===== config.mk =====
export PLATFORM = sky130hd
export DESIGN_NAME = matrix_int_divider
export DESIGN_NICKNAME = d
export VERILOG_FILES = /design/src/rtl/matrix_div_pkg.sv /design/src/rtl/scalar_int_divider.sv /design/src/rtl/vector_int_divider.sv /design/src/rtl/matrix_int_divider.sv
export SDC_FILE = /design/constraint.sdc
export NUM_CORES = 1
export LEC_CHECK = 0
export BUFFER_PORTS_ARGS = -buffer_cell sky130_fd_sc_hd__buf_4
export CORE_ASPECT_RATIO = 1.5
export CORE_UTILIZATION = 54
export DETAILED_ROUTE_END_ITERATION = 7
export GPL_TIMING_DRIVEN = 0
export PLACE_DENSITY = 0.74
export SYNTH_ARGS = -nofsm -noshare
export SYNTH_HDL_FRONTEND = slang
export SYNTH_HIERARCHICAL = 1
export SYNTH_SLANG_ARGS = --single-unit

===== constraint.sdc =====
create_clock -name CLK -period 3.1 [get_ports CLK]
set_clock_uncertainty 0.2 [all_clocks]
set_input_delay 0.155 -clock CLK [delete_from_list [all_inputs] [get_ports CLK]]
set_output_delay 0.155 -clock CLK [all_outputs]
set_load 0.01 [all_outputs]

===== src/rtl/matrix_div_pkg.sv =====
/* Shared types for the matrix divider. Operands are unsigned, DATA_W bits wide.
   Every level passes the same operand pair and result structs. */

package matrix_div_pkg;

  ////////////////////////////////////////////////////////////
  // Constants
  ////////////////////////////////////////////////////////////

  // Operand width, fixed here so the structs have a known size
  localparam int DATA_W = 16;

  ////////////////////////////////////////////////////////////
  // Payload structs
  ////////////////////////////////////////////////////////////

  // One element pair, A over B
  typedef struct packed {
    logic [DATA_W-1:0] dividend;
    logic [DATA_W-1:0] divisor;
  } div_operands_t;

  // Quotient and remainder of one pair
  typedef struct packed {
    logic [DATA_W-1:0] quotient;
    logic [DATA_W-1:0] remainder;
  } div_result_t;

  ////////////////////////////////////////////////////////////
  // Controller FSM
  ////////////////////////////////////////////////////////////

  typedef enum logic [1:0] {
    idle    = 2'd0,
    collect = 2'd1,
    divide  = 2'd2
  } div_ctrl_state_t;

endpackage


===== src/rtl/scalar_int_divider.sv =====
/* Iterative unsigned restoring divider, one quotient bit per cycle.
   done follows start by DATA_W + 1 cycles; start while busy is not allowed.
   A zero divisor gives an all-ones quotient and the dividend as remainder. */

module scalar_int_divider
  import matrix_div_pkg::*;
(
  input  logic          CLK,
  input  logic          RST,
  input  logic          start,
  input  div_operands_t operands,
  output logic          done,
  output div_result_t   result
);

  localparam int CNT_W = $clog2(DATA_W + 1);

  ////////////////////////////////////////////////////////////
  // Signals
  ////////////////////////////////////////////////////////////

  logic              busy;
  logic [CNT_W-1:0]  steps_left;
  logic [DATA_W-1:0] divisor_q;
  logic [DATA_W-1:0] quo_q;
  logic [DATA_W-1:0] rem_q;

  // Partial remainder with next dividend bit shifted in
  logic [DATA_W:0]   shifted;
  // Trial subtraction with the borrow in the MSB
  logic [DATA_W:0]   trial;

  assign shifted = {rem_q, quo_q[DATA_W-1]};
  assign trial   = shifted - {1'b0, divisor_q};

  ////////////////////////////////////////////////////////////
  // Step control
  ////////////////////////////////////////////////////////////

  always_ff @(posedge CLK or posedge RST) begin
    if (RST) begin
      busy       <= 1'b0;
      steps_left <= '0;
      done       <= 1'b0;
    end else begin
      done <= 1'b0;
      if (start && !busy) begin
        // Load cycle then DATA_W shift steps
        busy       <= 1'b1;
        steps_left <= CNT_W'(DATA_W);
      end else if (busy) begin
        steps_left <= steps_left - 1'b1;
        // Last step so the result is final on the next cycle
        if (steps_left == CNT_W'(1)) begin
          busy <= 1'b0;
          done <= 1'b1;
        end
      end
    end
  end

  ////////////////////////////////////////////////////////////
  // Datapath
  ////////////////////////////////////////////////////////////

  // Quotient register doubles as dividend shift register
  always_ff @(posedge CLK) begin
    if (start && !busy) begin
      divisor_q <= operands.divisor;
      quo_q     <= operands.dividend;
      rem_q     <= '0;
    end else if (busy) begin
      if (!trial[DATA_W]) begin
        // Divisor fits so keep the difference
        rem_q <= trial[DATA_W-1:0];
        quo_q <= {quo_q[DATA_W-2:0], 1'b1};
      end else begin
        // Restore the shifted remainder
        rem_q <= shifted[DATA_W-1:0];
        quo_q <= {quo_q[DATA_W-2:0], 1'b0};
      end
    end
  end

  // Valid while done is high and until the next load
  assign result = '{quotient: quo_q, remainder: rem_q};

  ////////////////////////////////////////////////////////////
  // Assertions
  ////////////////////////////////////////////////////////////

  // Feeder must wait for done before the next pair
  a_no_start_busy: assert property (@(posedge CLK) disable iff (RST) start |-> !busy)
    else $error("scalar divider started while busy");

  // Load cycle plus DATA_W steps before done
  a_done_latency: assert property (@(posedge CLK) disable iff (RST)
    (start && !busy) |-> ##(DATA_W + 1) done)
    else $error("done did not arrive DATA_W + 1 cycles after start");

endmodule


===== src/rtl/vector_int_divider.sv =====
/* Row sequencer around one scalar divider: one input and one output register stage.
   Only one pair may be outstanding; row_start must mark column 0 of each row. */

module vector_int_divider
  import matrix_div_pkg::*;
#(
  parameter int CONTROL_SIZE = 8
) (
  input  logic                    CLK,
  input  logic                    RST,
  input  logic                    op_valid,
  input  logic                    row_start,
  input  logic [CONTROL_SIZE-1:0] size_j,
  input  div_operands_t           operands,
  output logic                    result_valid,
  output logic                    row_last,
  output div_result_t             result
);

  ////////////////////////////////////////////////////////////
  // Signals
  ////////////////////////////////////////////////////////////

  div_operands_t           op_q;
  logic                    div_start;
  logic                    div_done;
  div_result_t             div_result;

  // One pair in flight
  logic                    busy;
  // Column of the pair in flight
  logic [CONTROL_SIZE-1:0] col_q;
  logic                    accept;

  assign accept = op_valid && !busy;

  ////////////////////////////////////////////////////////////
  // Control
  ////////////////////////////////////////////////////////////

  always_ff @(posedge CLK or posedge RST) begin
    if (RST) begin
      div_start    <= 1'b0;
      busy         <= 1'b0;
      col_q        <= '0;
      result_valid <= 1'b0;
      row_last     <= 1'b0;
    end else begin
      div_start    <= accept;
      result_valid <= div_done;
      // Last column flagged alongside the result
      row_last     <= div_done && (col_q == size_j - 1'b1);
      if (accept) begin
        busy  <= 1'b1;
        col_q <= row_start ? '0 : col_q + 1'b1;
      end else if (div_done) begin
        busy <= 1'b0;
      end
    end
  end

  // Input and output payload stages
  always_ff @(posedge CLK) begin
    if (accept) begin
      op_q <= operands;
    end
    if (div_done) begin
      result <= div_result;
    end
  end

  scalar_int_divider scalar_int_divider_inst (
    .CLK     (CLK),
    .RST     (RST),
    .start   (div_start),
    .operands(op_q),
    .done    (div_done),
    .result  (div_result)
  );

  // Controller must not issue a pair before the previous result
  a_no_overlap: assert property (@(posedge CLK) disable iff (RST) op_valid |-> !busy)
    else $error("operand pair issued while a division is outstanding");

endmodule


===== src/rtl/matrix_int_divider.sv =====
/* Element-wise unsigned matrix divider, row-major, no back-pressure.
   Sizes are sampled on start and must be nonzero; one element in flight at a time.
   Latency from the later operand strobe to data_out_enable is DATA_W + 4 cycles. */

module matrix_int_divider
  import matrix_div_pkg::*;
#(
  parameter int CONTROL_SIZE = 8
) (
  input  logic                    CLK,
  input  logic                    RST,
  input  logic                    start,
  input  logic [CONTROL_SIZE-1:0] size_i,
  input  logic [CONTROL_SIZE-1:0] size_j,
  input  logic                    data_a_in_enable,
  input  logic                    data_b_in_enable,
  input  logic [DATA_W-1:0]       data_a_in,
  input  logic [DATA_W-1:0]       data_b_in,
  output logic                    data_out_enable,
  output logic                    row_end,
  output logic                    ready,
  output div_result_t             result
);

  ////////////////////////////////////////////////////////////
  // Signals
  ////////////////////////////////////////////////////////////

  div_ctrl_state_t         state;

  // Sizes latched on start
  logic [CONTROL_SIZE-1:0] size_i_q;
  logic [CONTROL_SIZE-1:0] size_j_q;
  // Current element position
  logic [CONTROL_SIZE-1:0] row_q;
  logic [CONTROL_SIZE-1:0] col_q;

  logic [DATA_W-1:0]       a_q;
  logic [DATA_W-1:0]       b_q;
  logic                    held_a;
  logic                    held_b;
  // Held already or arriving this cycle
  logic                    a_now;
  logic                    b_now;

  logic                    op_valid;
  logic                    row_start;
  div_operands_t           operands;
  logic                    vec_valid;
  logic                    vec_row_last;
  div_result_t             vec_result;

  assign a_now     = held_a | data_a_in_enable;
  assign b_now     = held_b | data_b_in_enable;
  assign operands  = '{dividend: a_q, divisor: b_q};
  assign row_start = (col_q == '0);

  ////////////////////////////////////////////////////////////
  // Controller FSM
  ////////////////////////////////////////////////////////////

  always_ff @(posedge CLK or posedge RST) begin
    if (RST) begin
      state           <= idle;
      size_i_q        <= '0;
      size_j_q        <= '0;
      row_q           <= '0;
      col_q           <= '0;
      held_a          <= 1'b0;
      held_b          <= 1'b0;
      op_valid        <= 1'b0;
      data_out_enable <= 1'b0;
      row_end         <= 1'b0;
      ready           <= 1'b0;
    end else begin
      // Strobes default low
      op_valid        <= 1'b0;
      data_out_enable <= 1'b0;
      row_end         <= 1'b0;
      ready           <= 1'b0;
      case (state)
        idle: begin
          if (start) begin
            size_i_q <= size_i;
            size_j_q <= size_j;
            row_q    <= '0;
            col_q    <= '0;
            held_a   <= 1'b0;
            held_b   <= 1'b0;
            state    <= collect;
          end
        end
        collect: begin
          if (data_a_in_enable) begin
            held_a <= 1'b1;
          end
          if (data_b_in_enable) begin
            held_b <= 1'b1;
          end
          // Both halves present, hand the pair down
          if (a_now && b_now) begin
            held_a   <= 1'b0;
            held_b   <= 1'b0;
            op_valid <= 1'b1;
            state    <= divide;
          end
        end
        divide: begin
          if (vec_valid) begin
            data_out_enable <= 1'b1;
            row_end         <= vec_row_last;
            if (vec_row_last) begin
              col_q <= '0;
              // Last row done, matrix complete
              if (row_q == size_i_q - 1'b1) begin
                ready <= 1'b1;
                state <= idle;
              end else begin
                row_q <= row_q + 1'b1;
                state <= collect;
              end
            end else begin
              col_q <= col_q + 1'b1;
              state <= collect;
            end
          end
        end
        default: state <= idle;
      endcase
    end
  end

  ////////////////////////////////////////////////////////////
  // Payload registers
  ////////////////////////////////////////////////////////////

  // First strobe of each operand wins
  always_ff @(posedge CLK) begin
    if (state == collect && data_a_in_enable && !held_a) begin
      a_q <= data_a_in;
    end
    if (state == collect && data_b_in_enable && !held_b) begin
      b_q <= data_b_in;
    end
    if (state == divide && vec_valid) begin
      result <= vec_result;
    end
  end

  vector_int_divider #(
    .CONTROL_SIZE(CONTROL_SIZE)
  ) vector_int_divider_inst (
    .CLK         (CLK),
    .RST         (RST),
    .op_valid    (op_valid),
    .row_start   (row_start),
    .size_j      (size_j_q),
    .operands    (operands),
    .result_valid(vec_valid),
    .row_last    (vec_row_last),
    .result      (vec_result)
  );

  // Zero sizes would never reach a row or matrix end
  a_size_nonzero: assert property (@(posedge CLK) disable iff (RST)
    (state == idle && start) |-> (size_i != '0 && size_j != '0))
    else $error("start accepted with a zero matrix size");

endmodule


==> results of run 1 <==
-- power groups by stage --
| stage | Clock, mW | Combinational, mW | Sequential, mW |
|---|---|---|---|
| after floorplan | 0 | 2.54 | 4.51 |
| after global placement | 0 | 3.06 | 4.63 |
| after detailed placement | 0 | 3.23 | 4.67 |
| after CTS | 2.67 | 3.36 | 4.61 |
| after global routing | 2.78 | 3.76 | 4.69 |
| final | 2.60 | 3.40 | 4.60 |
-- layout by cell type (no fill, tap or decap), types with 4 or more instances in the layout --
cell type                         n
sky130_fd_sc_hd__a211oi_1         6
sky130_fd_sc_hd__a21oi_1         37
sky130_fd_sc_hd__a31oi_1          4
sky130_fd_sc_hd__and3_1           8
sky130_fd_sc_hd__buf_2            4
sky130_fd_sc_hd__buf_4           91
sky130_fd_sc_hd__buf_6            4
sky130_fd_sc_hd__clkbuf_1        12
sky130_fd_sc_hd__clkbuf_16       21
sky130_fd_sc_hd__clkbuf_8         7
sky130_fd_sc_hd__dfrtp_1         58
sky130_fd_sc_hd__dfxtp_1         16
sky130_fd_sc_hd__dlygate4sd3_1   54
sky130_fd_sc_hd__edfxtp_1       160
sky130_fd_sc_hd__ha_1            24
sky130_fd_sc_hd__inv_1           35
sky130_fd_sc_hd__inv_6            4
sky130_fd_sc_hd__mux2_2          17
sky130_fd_sc_hd__mux2i_1         22
sky130_fd_sc_hd__nand2_1        109
sky130_fd_sc_hd__nand2b_1        13
sky130_fd_sc_hd__nand3_1         15
sky130_fd_sc_hd__nand4_1         12
sky130_fd_sc_hd__nor2_1          24
sky130_fd_sc_hd__nor3_1           8
sky130_fd_sc_hd__o2111ai_1        4
sky130_fd_sc_hd__o21ai_0         35
sky130_fd_sc_hd__o21ai_1         17
sky130_fd_sc_hd__o22ai_1          4
sky130_fd_sc_hd__xnor2_1         20
sky130_fd_sc_hd__xor2_1          13
-- synth_stat cells (3+ instances only) --
cell	n	share of area
sky130_fd_sc_hd__a211oi_1	6	0.0045
sky130_fd_sc_hd__a21o_1	3	0.0023
sky130_fd_sc_hd__a21oi_1	37	0.019
sky130_fd_sc_hd__a31oi_1	4	0.0025
sky130_fd_sc_hd__and2_1	3	0.0019
sky130_fd_sc_hd__and3_1	8	0.0050
sky130_fd_sc_hd__buf_2	4	0.0020
sky130_fd_sc_hd__clkbuf_1	9	0.0034
sky130_fd_sc_hd__clkbuf_8	4	0.0056
sky130_fd_sc_hd__dfrtp_1	59	0.15
sky130_fd_sc_hd__dfxtp_1	16	0.032
sky130_fd_sc_hd__edfxtp_1	160	0.48
sky130_fd_sc_hd__ha_1	24	0.030
sky130_fd_sc_hd__inv_1	36	0.014
sky130_fd_sc_hd__mux2_2	17	0.019
sky130_fd_sc_hd__mux2i_1	22	0.022
sky130_fd_sc_hd__nand2_1	109	0.041
sky130_fd_sc_hd__nand2b_1	14	0.0088
sky130_fd_sc_hd__nand3_1	15	0.0076
sky130_fd_sc_hd__nand4_1	12	0.0076
sky130_fd_sc_hd__nor2_1	24	0.0091
sky130_fd_sc_hd__nor3_1	8	0.0040
sky130_fd_sc_hd__nor3b_1	5	0.0038
sky130_fd_sc_hd__o2111ai_1	4	0.0035
sky130_fd_sc_hd__o211ai_1	3	0.0023
sky130_fd_sc_hd__o21ai_0	35	0.018
sky130_fd_sc_hd__o21ai_1	17	0.0086
sky130_fd_sc_hd__o22ai_1	4	0.0025
sky130_fd_sc_hd__or2_2	3	0.0019
sky130_fd_sc_hd__or2b_2	3	0.0027
sky130_fd_sc_hd__or3_1	3	0.0019
sky130_fd_sc_hd__xnor2_1	20	0.018
sky130_fd_sc_hd__xor2_1	13	0.011
-- per-layer routing --
| metal | vias up | part of all wire | global-route usage |
|---|---|---|---|
| li1 | 3067 | - | - |
| met1 | 3095 | 0.37 | 0.2306 |
| met2 | 175 | 0.55 | 0.4045 |
| met3 | 48 | 0.044 | 0.02808 |
| met4 | 0 | 0.035 | 0.1014 |
| met5 | - | 0 | 0 |
-- flip-flops by register name (all words and copies together) (netlist names), 2 cells and up --
register                                                    count
a_q                                                            16
b_q                                                            16
col_q                                                           8
result                                                         32
row_q                                                           8
size_i_q                                                        8
size_j_q                                                        8
state                                                           2
vector_int_divider_inst/col_q                                   8
vector_int_divider_inst/op_q                                   32
vector_int_divider_inst/result                                 32
vector_int_divider_inst/scalar_int_divider_inst/divisor_q      16
vector_int_divider_inst/scalar_int_divider_inst/quo_q          16
vector_int_divider_inst/scalar_int_divider_inst/rem_q          16
vector_int_divider_inst/scalar_int_divider_inst/steps_left      5
-- worst min-delay path, cell delays in order --
cell and delay [ns]:
sky130_fd_sc_hd__buf_4 0.11, sky130_fd_sc_hd__or2b_2 0.18, sky130_fd_sc_hd__nor2_1 0.14, sky130_fd_sc_hd__nand2_1 0.10, sky130_fd_sc_hd__nand2_1 0.04
-- logic make-up (layout without fill, tap and decap cells) --
kind of cell | after synthesis | in the layout
flip-flops | 235 | 235
AND/OR/NAND/NOR | 221 | 221
AO/OA/AOI/OAI | 136 | 136
buffers and inverters | 62 | 245
multiplexers | 39 | 39
XOR/XNOR | 34 | 34
adder cells (fa/ha/maj) | 25 | 25
-- final cells by class --
class	instances	area (um2)	share of cell area
flip-flops and latches	235	6603	0.5435
multi-input cells	455	3024	0.2489
repair buffers	145	1231	0.1013
clock buffers	27	578.1	0.04758
well taps	217	271.5	0.02235
plain buffers	25	181.4	0.01493
inverters	37	138.9	0.01143
clock inverters	11	121.4	0.009990
-- final timing paths --
path	from	endpoint	slack [ns]	cells after the start
worst max-delay path	flop	flop	0.17	11
worst min-delay path	start	size_j_q[3]$_DFFE_PP0P_	0.07	5
worst max register to register	flop	flop	0.17	11
worst min register to register	vector_int_divider_inst/result[1]$_DFFE_PP_	result[1]$_DFFE_PP_	0.22	0
max in group asynchronous	RST	asynchronous set/reset pin	1.87	4
min in group asynchronous	RST	vector_int_divider_inst/col_q[0]$_DFFE_PP0P_	0.09	3
-- stage by stage --
stage | setup TNS, ns | hold slack [ns]
after floorplan | 0 | -0.2416
final | 0 | 0.06684
after detailed placement | -1.001 | -0.06487
after CTS | 0 | 0.04600
after global placement | -0.2015 | -0.08782
after global routing | 0 | 0.1234
-- repair_timing --
item,in CTS,in global routing
resized for setup,0,2
buffers inserted,2,0
endpoints found under the hold margin,117,0
pin swaps,2,3
endpoints found under the setup margin,9,15
hold buffers,54,0
==> flow_summary.html, run 1 <==
<table>
<tr><th>Metric</th><th>Value</th></tr>
<tr><th colspan="2">Detailed routing</th></tr>
<tr><td>Final routed wirelength across all metal layers</td><td>around 19000 um</td></tr>
<tr><td>Initial drt markers</td><td>roughly 410</td></tr>
<tr><td>Detailed Routing Iterations Pass 1</td><td>5</td></tr>
<tr><td>Detailed-route via count</td><td>roughly 6400</td></tr>
<tr><td>DRC violations left</td><td>0</td></tr>
<tr><td>Drt via density</td><td>5.543</td></tr>
<tr><td>Number of nets still failing antenna checks after routing</td><td>0</td></tr>
<tr><td>Routed length per instance</td><td>16.64 um</td></tr>
<tr><th colspan="2">Global route</th></tr>
<tr><td>Global-route wire length before repair</td><td>roughly 32000 um</td></tr>
<tr><td>Initial antenna violation count</td><td>0</td></tr>
<tr><td>Maximum number of pins on one net before global-route repair</td><td>between 40 and 50</td></tr>
<tr><td>Global routing usage summed across all routing layers</td><td>0.2129</td></tr>
<tr><td>Total grt overflow</td><td>0</td></tr>
<tr><td>Vias in the first global route</td><td>approximately 6700</td></tr>
<tr><th colspan="2">Layout</th></tr>
<tr><td>Final core occ</td><td>0.6771</td></tr>
<tr><td>Growth of design area from synthesis to finish</td><td>22.57%</td></tr>
<tr><td>Net count reported at finish</td><td>998</td></tr>
<tr><td>Count of filler cells inserted in the layout</td><td>roughly 1200</td></tr>
<tr><td>Count of placed standard cells in the final layout, fillers left out</td><td>approximately 1200</td></tr>
<tr><td>Final std cell area, no fill</td><td>12150 um2</td></tr>
<tr><td>Ant diodes</td><td>0</td></tr>
<tr><td>Fraction of final layout cells with drive strength greater than 1</td><td>0.2011</td></tr>
<tr><th colspan="2">Die</th></tr>
<tr><td>Number of cell rows</td><td>60</td></tr>
<tr><td>Die Width</td><td>~110 um</td></tr>
<tr><td>Number of top-level pins</td><td>a little under 90</td></tr>
<tr><td>Initial cell density of the core</td><td>0.5524</td></tr>
<tr><td>Area of the die</td><td>~19000 um2</td></tr>
<tr><td>Die boundary height</td><td>around 170 um</td></tr>
<tr><td>Core footprint</td><td>~18000 um2</td></tr>
<tr><th colspan="2">Power and ir drop</th></tr>
<tr><td>Part of the total power dissipated in the clock network</td><td>0.245</td></tr>
<tr><td>Total Power</td><td>10.61 mW</td></tr>
<tr><td>Switching share of power</td><td>0.3278</td></tr>
<tr><td>Pwr dens</td><td>slightly below 900 nW/um2</td></tr>
<tr><td>Share of total power in combinational logic</td><td>0.321</td></tr>
<tr><td>Register share of total power</td><td>0.434</td></tr>
<tr><td>Sw power</td><td>~3.5 mW</td></tr>
<tr><td>Static Leak</td><td>between 4 and 5 nW</td></tr>
<tr><td>Maximum resistive drop on vdd</td><td>between 600 and 700 uV</td></tr>
<tr><td>Internal portion of total power</td><td>between 7 and 8 mW</td></tr>
<tr><th colspan="2">Outcome</th></tr>
<tr><td>Status</td><td>finished clean</td></tr>
<tr><th colspan="2">Logic synthesis</th></tr>
<tr><td>Synthesized-area fraction occupied by xor and xnor cells</td><td>0.03194</td></tr>
<tr><td>Synthesized net count</td><td>830</td></tr>
<tr><td>Sequential area share after synthesis</td><td>0.6660</td></tr>
<tr><td>Distinct cell type count of the synthesized netlist</td><td>71</td></tr>
<tr><td>Post-Synthesis Cell Area</td><td>9912 um2</td></tr>
<tr><td>Synth Register Bits</td><td>about 240</td></tr>
<tr><td>Area share of and/or/nand/nor cells after synthesis</td><td>0.1091</td></tr>
<tr><td>Primary FF master, synth</td><td>sky130_fd_sc_hd__edfxtp_1</td></tr>
<tr><td>Fraction of synthesis flops using an asynchronous set or reset pin</td><td>0.2511</td></tr>
<tr><td>Synth warnings</td><td>6</td></tr>
<tr><td>Synth Instances</td><td>752</td></tr>
<tr><td>Largest family of logic cells by synthesized area</td><td>simple AND/OR/NAND/NOR gates</td></tr>
<tr><td>Multiplexer share of the synthesized area</td><td>0.04153</td></tr>
<tr><td>Adder and majority cell fraction of the synthesized area</td><td>0.03232</td></tr>
<tr><td>Average cell area after synthesis</td><td>between 10 and 15 um2</td></tr>
<tr><td>Compound-gate portion of the synthesized area</td><td>0.08697</td></tr>
<tr><td>Count of flip-flops with a built-in enable after synthesis</td><td>160</td></tr>
<tr><th colspan="2">Worst setup path</th></tr>
<tr><td>CP bufs+invs</td><td>2</td></tr>
<tr><td>CP Cell Sequence</td><td>inv_1 &gt; ha_1 &gt; fa_1 &gt; nand2b_4 &gt; a21oi_4 &gt; o21ai_2 &gt; o311ai_4 &gt; xor2_4 &gt; buf_12 &gt; mux2i_1 &gt; o21ai_1</td></tr>
<tr><td>Worst path top cell family by delay</td><td>compound AO/OA/AOI/OAI gates</td></tr>
<tr><td>Slowest cell delay on critical path</td><td>0.41 ns</td></tr>
<tr><td>Endpoint class of the critical path</td><td>flop</td></tr>
<tr><td>Crit path arrival time</td><td>approximately 3.1 ns</td></tr>
<tr><td>Crit Path Max Fanout</td><td>10</td></tr>
<tr><td>Worst path slowest cell</td><td>sky130_fd_sc_hd__fa_1</td></tr>
<tr><td>Start-to-end type of the worst setup path</td><td>reg -&gt; reg</td></tr>
<tr><td>Kind of start point of the critical path</td><td>flop</td></tr>
<tr><td>CP Data Required Time</td><td>around 3.3 ns</td></tr>
<tr><th colspan="2">Placement</th></tr>
<tr><td>Final RePlAce weighted congestion</td><td>0.8582</td></tr>
<tr><td>Placed cell count</td><td>between 1000 and 1500</td></tr>
<tr><td>Standard cell area after detailed placement</td><td>10880 um2</td></tr>
<tr><td>HPWL reported at the end of detailed placement</td><td>between 10000 and 15000 um</td></tr>
<tr><td>Pre-CTS setup slack</td><td>-0.1336 ns</td></tr>
<tr><td>Number of buffers inserted by port buffering</td><td>87</td></tr>
<tr><th colspan="2">Clock network</th></tr>
<tr><td>Num Clock Sinks</td><td>approximately 240</td></tr>
<tr><td>Clock tree from TritonCTS</td><td>built</td></tr>
<tr><td>Clock transition at the registers of the reported paths</td><td>~0.070 ns</td></tr>
<tr><td>Root Driver</td><td>sky130_fd_sc_hd__clkbuf_16</td></tr>
<tr><td>Worst-Skew Late Latency</td><td>around 0.5 ns</td></tr>
<tr><td>Max H-tree Level</td><td>1</td></tr>
<tr><td>CTS buffer count</td><td>21</td></tr>
<tr><td>Maximum buffer depth of the clock tree</td><td>3</td></tr>
<tr><th colspan="2">Timing</th></tr>
<tr><td>Fin worst setup slack</td><td>about 0.17 ns</td></tr>
<tr><td>Final number of setup-violating endpoints</td><td>0</td></tr>
<tr><td>Top achievable clock speed</td><td>roughly 0.34 GHz</td></tr>
<tr><td>Part of the cycle the worst path needs</td><td>0.9462</td></tr>
<tr><td>Worst slew pin tran</td><td>about 0.89 ns</td></tr>
<tr><td>Setup repair after global routing missed its margin</td><td>no</td></tr>
<tr><td>Final Critical Period</td><td>slightly below 3 ns</td></tr>
<tr><td>Relative slew margins</td><td>0.4021</td></tr>
<tr><td>Hold Vio Cnt, Final</td><td>0</td></tr>
<tr><td>Pins Over Slew Limit</td><td>0</td></tr>
<tr><th colspan="2">Job</th></tr>
<tr><td>Reported max-cap violation count</td><td>0</td></tr>
<tr><th colspan="2">Hold path</th></tr>
<tr><td>Type of the most critical hold path</td><td>in -&gt; reg</td></tr>
</table>
Power figures use the tool's default switching activity.
==> run 2, diff against run 1 <==
--- a/config.mk
+++ b/config.mk
@@ -5,12 +5,13 @@
 export SDC_FILE = /design/constraint.sdc
 export NUM_CORES = 1
 export LEC_CHECK = 0
+export ABC_AREA = 1
 export BUFFER_PORTS_ARGS = -buffer_cell sky130_fd_sc_hd__buf_4
 export CORE_ASPECT_RATIO = 1.5
 export CORE_UTILIZATION = 54
 export DETAILED_ROUTE_END_ITERATION = 7
 export GPL_TIMING_DRIVEN = 0
-export PLACE_DENSITY = 0.74
+export PLACE_DENSITY = 0.76
 export SYNTH_ARGS = -nofsm -noshare
 export SYNTH_HDL_FRONTEND = slang
 export SYNTH_HIERARCHICAL = 1
==> run 2 against run 1 <==
  * Die area is 3.9% higher
  * Sequential cell count unchanged
  * Wire length fell by 5.4%
  * Register-to-register slack gained 0.49 ns
==> flow_summary.html, run 2 <==
<table>
<tr><th>Metric</th><th>Value</th></tr>
<tr><th colspan="2">Timing</th></tr>
<tr><td>Final Critical Period</td><td>2.441 ns (was 2.933 ns)</td></tr>
<tr><td>Relative slew margins</td><td>0.1680 (was 0.4021)</td></tr>
<tr><td>Final number of setup-violating endpoints</td><td>0 (unchanged)</td></tr>
<tr><td>Setup TNS Final</td><td>0 ns (unchanged)</td></tr>
<tr><td>WHS</td><td>0.06383 ns (was 0.06684 ns)</td></tr>
<tr><td>Part of the cycle the worst path needs</td><td>0.7875 (was 0.9462)</td></tr>
<tr><td>Worst slew pin tran</td><td>1.248 ns (was 0.8894 ns)</td></tr>
<tr><td>Top achievable clock speed</td><td>0.4096 GHz (was 0.3409 GHz)</td></tr>
<tr><td>Hold Vio Cnt, Final</td><td>0 (unchanged)</td></tr>
<tr><td>Pins Over Slew Limit</td><td>0 (unchanged)</td></tr>
<tr><td>Setup repair after global routing missed its margin</td><td>no (unchanged)</td></tr>
<tr><th colspan="2">Worst setup path</th></tr>
<tr><td>Minimum setup slack among reg-to-reg paths</td><td>0.66 ns (was 0.17 ns)</td></tr>
<tr><td>CP Data Required Time</td><td>3.29 ns (was 3.26 ns)</td></tr>
<tr><td>Worst Reg2Reg Path Length in Cells</td><td>16 (was 11)</td></tr>
<tr><td>Crit Path Max Fanout</td><td>10 (unchanged)</td></tr>
<tr><td>CP Cell Sequence</td><td>inv_1 &gt; ha_1 &gt; fa_1 &gt; inv_1 &gt; nand2_1 &gt; nand2_1 &gt; nand3_2 &gt; nand2_2 &gt; nand2_2 &gt; nand2_2 &gt; nand2_4 &gt; nand2_8 &gt; buf_12 &gt; nand2_2 &gt; nand3_1 &gt; nand2_1 (was inv_1 &gt; ha_1 &gt; fa_1 &gt; nand2b_4 &gt; a21oi_4 &gt; o21ai_2 &gt; o311ai_4 &gt; xor2_4 &gt; buf_12 &gt; mux2i_1 &gt; o21ai_1)</td></tr>
<tr><td>Top cell by count, worst path</td><td>sky130_fd_sc_hd__nand2_2</td></tr>
<tr><td>Kind of start point of the critical path</td><td>flop (unchanged)</td></tr>
<tr><td>Crit path arrival time</td><td>2.63 ns (was 3.10 ns)</td></tr>
<tr><td>Start-to-end type of the worst setup path</td><td>reg -&gt; reg (unchanged)</td></tr>
<tr><td>Slowest cell delay on critical path</td><td>0.40 ns (was 0.41 ns)</td></tr>
<tr><td>Worst path slowest cell</td><td>sky130_fd_sc_hd__fa_1 (unchanged)</td></tr>
<tr><td>Endpoint class of the critical path</td><td>flop (unchanged)</td></tr>
<tr><th colspan="2">Detailed routing</th></tr>
<tr><td>Number of nets still failing antenna checks after routing</td><td>0 (unchanged)</td></tr>
<tr><td>Drt via density</td><td>4.776 (was 5.543)</td></tr>
<tr><td>Detailed Routing Iterations Pass 1</td><td>5 (unchanged)</td></tr>
<tr><td>Detailed-route via count</td><td>6768 (was 6385)</td></tr>
<tr><td>Final routed wirelength across all metal layers</td><td>18140 um (was 19170 um)</td></tr>
<tr><td>Routed length per instance</td><td>12.80 um (was 16.64 um)</td></tr>
<tr><td>Initial drt markers</td><td>261 (was 405)</td></tr>
<tr><td>DRC violations left</td><td>0 (unchanged)</td></tr>
<tr><th colspan="2">Clock network</th></tr>
<tr><td>Clock transition at the registers of the reported paths</td><td>0.06 ns (was 0.07 ns)</td></tr>
<tr><td>Max H-tree Level</td><td>1 (unchanged)</td></tr>
<tr><td>Maximum buffer depth of the clock tree</td><td>3 (unchanged)</td></tr>
<tr><td>Num Clock Sinks</td><td>235 (unchanged)</td></tr>
<tr><td>Worst-Skew Late Latency</td><td>0.50 ns (about the same)</td></tr>
<tr><td>Clock tree from TritonCTS</td><td>built (unchanged)</td></tr>
<tr><td>CTS buffer count</td><td>22 (was 21)</td></tr>
<tr><td>Root Driver</td><td>sky130_fd_sc_hd__clkbuf_16 (unchanged)</td></tr>
<tr><td>Setup repair bufs after CTS</td><td>0 (was 2)</td></tr>
<tr><th colspan="2">Die</th></tr>
<tr><td>Area of the die</td><td>19640 um2 (was 18910 um2)</td></tr>
<tr><td>Number of cell rows</td><td>61 (was 60)</td></tr>
<tr><td>Die boundary height</td><td>171.1 um (was 167.9 um)</td></tr>
<tr><td>Core footprint</td><td>18620 um2 (was 17940 um2)</td></tr>
<tr><td>Initial cell density of the core</td><td>0.5531 (was 0.5524)</td></tr>
<tr><td>Number of top-level pins</td><td>88 (unchanged)</td></tr>
<tr><td>Die Width</td><td>114.8 um (was 112.6 um)</td></tr>
<tr><th colspan="2">Logic synthesis</th></tr>
<tr><td>Count leader, synth</td><td>sky130_fd_sc_hd__nand2_1 (was sky130_fd_sc_hd__edfxtp_1)</td></tr>
<tr><td>Fraction of synthesis flops using an asynchronous set or reset pin</td><td>0.2511 (unchanged)</td></tr>
<tr><td>Top cell type by total area after synthesis</td><td>sky130_fd_sc_hd__edfxtp_1 (unchanged)</td></tr>
<tr><td>Commonest cells in the netlist</td><td>sky130_fd_sc_hd__nand2_1, sky130_fd_sc_hd__edfxtp_1, sky130_fd_sc_hd__inv_1 (was sky130_fd_sc_hd__edfxtp_1, sky130_fd_sc_hd__nand2_1, sky130_fd_sc_hd__dfrtp_1)</td></tr>
<tr><td>Synth Instances</td><td>981 (was 752)</td></tr>
<tr><td>Synthesized net count</td><td>1059 (was 830)</td></tr>
<tr><td>Primary FF master, synth</td><td>sky130_fd_sc_hd__edfxtp_1 (unchanged)</td></tr>
<tr><td>Synth warnings</td><td>6 (unchanged)</td></tr>
<tr><td>Area contributors post-synth</td><td>sky130_fd_sc_hd__edfxtp_1, sky130_fd_sc_hd__dfrtp_1, sky130_fd_sc_hd__nand2_1 (unchanged)</td></tr>
<tr><td>Average cell area after synthesis</td><td>10.50 um2 (was 13.18 um2)</td></tr>
<tr><td>Distinct cell type count of the synthesized netlist</td><td>48 (was 71)</td></tr>
<tr><td>Synth Register Bits</td><td>235 (unchanged)</td></tr>
<tr><td>Post-synth top area share</td><td>0.4665 (was 0.4847)</td></tr>
<tr><td>Post-Synthesis Cell Area</td><td>10300 um2 (was 9912 um2)</td></tr>
<tr><td>Count of flip-flops with a built-in enable after synthesis</td><td>160 (unchanged)</td></tr>
<tr><td>Sequential area share after synthesis</td><td>0.6409 (was 0.6660)</td></tr>
<tr><th colspan="2">Power and ir drop</th></tr>
<tr><td>Maximum resistive drop on vdd</td><td>785.1 uV (was 622.3 uV)</td></tr>
<tr><td>Pwr dens</td><td>875.5 nW/um2 (was 873.0 nW/um2)</td></tr>
<tr><td>Total Power</td><td>11.07 mW (was 10.61 mW)</td></tr>
<tr><td>Static Leak</td><td>5.692 nW (was 4.861 nW)</td></tr>
<tr><th colspan="2">Placement</th></tr>
<tr><td>HPWL reported at the end of detailed placement</td><td>12570 um (was 13100 um)</td></tr>
<tr><td>Number of buffers inserted by port buffering</td><td>87 (unchanged)</td></tr>
<tr><td>Final RePlAce weighted congestion</td><td>0.8850 (was 0.8582)</td></tr>
<tr><td>Standard cell area after detailed placement</td><td>11270 um2 (was 10880 um2)</td></tr>
<tr><th colspan="2">Job</th></tr>
<tr><td>Reported max-cap violation count</td><td>0 (unchanged)</td></tr>
<tr><th colspan="2">Global route</th></tr>
<tr><td>GRT Max-Usage Layer</td><td>met2 (unchanged)</td></tr>
<tr><td>Initial antenna violation count</td><td>0 (unchanged)</td></tr>
<tr><td>Met2 usage in global routing</td><td>0.3684 (was 0.4045)</td></tr>
<tr><td>Total grt overflow</td><td>0 (unchanged)</td></tr>
<tr><td>Global-route wire length before repair</td><td>29930 um (was 31990 um)</td></tr>
<tr><td>Global routing usage summed across all routing layers</td><td>0.1936 (was 0.2129)</td></tr>
<tr><td>Vias in the first global route</td><td>6483 (was 6692)</td></tr>
<tr><td>Met1 demand-to-capacity share in global routing</td><td>0.2222 (was 0.2306)</td></tr>
<tr><td>Met3 demand-to-capacity share in global routing</td><td>0.02480 (was 0.02808)</td></tr>
<tr><td>Maximum number of pins on one net before global-route repair</td><td>43 (was 41)</td></tr>
<tr><th colspan="2">Layout</th></tr>
<tr><td>Growth of design area from synthesis to finish</td><td>22.74% (was 22.57%)</td></tr>
<tr><td>Most common cell after layout, fill and taps aside</td><td>sky130_fd_sc_hd__nand2_1 (was sky130_fd_sc_hd__edfxtp_1)</td></tr>
<tr><td>Final std cell area, no fill</td><td>12640 um2 (was 12150 um2)</td></tr>
<tr><td>Leading cell types in the layout, fill and taps excluded</td><td>sky130_fd_sc_hd__nand2_1, sky130_fd_sc_hd__edfxtp_1, sky130_fd_sc_hd__inv_1, sky130_fd_sc_hd__buf_4, sky130_fd_sc_hd__nor2_1 (was sky130_fd_sc_hd__edfxtp_1, sky130_fd_sc_hd__nand2_1, sky130_fd_sc_hd__buf_4, sky130_fd_sc_hd__dfrtp_1, sky130_fd_sc_hd__dlygate4sd3_1)</td></tr>
<tr><td>Regs by FF count</td><td>result: 32 flops, vector_int_divider_inst/op_q: 32 flops, vector_int_divider_inst/result: 32 flops (unchanged)</td></tr>
<tr><td>Ant diodes</td><td>0 (unchanged)</td></tr>
<tr><td>Fraction of final layout cells with drive strength greater than 1</td><td>0.1665 (was 0.2011)</td></tr>
<tr><td>Net count reported at finish</td><td>1227 (was 998)</td></tr>
<tr><th colspan="2">Hold path</th></tr>
<tr><td>Type of the most critical hold path</td><td>in -&gt; async (was in -&gt; reg)</td></tr>
<tr><th colspan="2">Outcome</th></tr>
<tr><td>Status</td><td>finished clean (unchanged)</td></tr>
</table>
-- run 2: power breakdown --
| part | internal, mW | switching (mW) |
|---|---|---|
| Combinational | 1.36 | 2.16 |
| Sequential | 4.18 | 0.452 |
| Clock | 1.77 | 1.15 |
-- run 2: timing repair --
item / CTS / global route
resized for setup: 0 / 0
setup endpoints to repair: 0 / 0
hold buffers: 57 / 0
endpoints found under the hold margin: 115 / 0
-- run 2: worst max-delay path, delay by kind of cell, from the launching register on --
kind          cells  cell delay [ns]
fa+ha+maj         2             0.62
buf+inv           3             0.28
simple gates     11             0.88
flops             1             0.34
-- run 2: kinds of logic (layout without fill, tap and decap cells) --
kind of cell,after synthesis,after routing,synth area share
buf+inv,146,330,0.05928
simple gates,503,503,0.2234
flops,235,235,0.6409
fa+ha+maj,25,25,0.03110
compound gates,51,51,0.02746
xor+xnor,21,21,0.01786
-- run 2: final cells by class --
class,count,area (um2)
Sequential cell,235,6603
Buffer,14,112.6
Tap cell,252,315.3
Inverter,132,498.0
Multi-Input combinational cell,600,3090
Clock inverter,15,227.7
Fill cell,1356,5981
Timing Repair Buffer,144,1224
Clock buffer,25,571.8
-- run 2: worst min-delay path by stage --
stage,to,depth (start not counted),from,slack (ns)
floorplan,asynchronous set/reset pin,1,RST,-0.24
global placement,asynchronous set/reset pin,2,RST,-0.07
detailed placement,asynchronous set/reset pin,2,RST,-0.06
CTS,vector_int_divider_inst/col_q[3]$_DFFE_PP0P_,3,RST,0.07
global route,vector_int_divider_inst/result_valid$_DFF_PP0_,3,RST,0.10
finish,vector_int_divider_inst/div_start$_DFF_PP0_,3,RST,0.06
-- run 2: per-stage QoR --
step	setup WS, ns	cells	utilization
floorplan	0.8688	981	-
finish	0.6587	1417	0.6789
detailed placement	0.6431	1320	0.6052
CTS	0.6246	1417	0.6788
global placement	0.5625	1320	0.6051
global route	0.5123	1417	0.6789
-- run 2: metal layers --
metal / vias to the layer above / routed length (um) / share of wire
met1: 3110 / 7287 / 0.40
li1: 3536 / - / -
met3: 27 / 535 / 0.029
met4: 0 / 370 / 0.020
met2: 95 / 9943 / 0.55
met5: - / 0 / 0
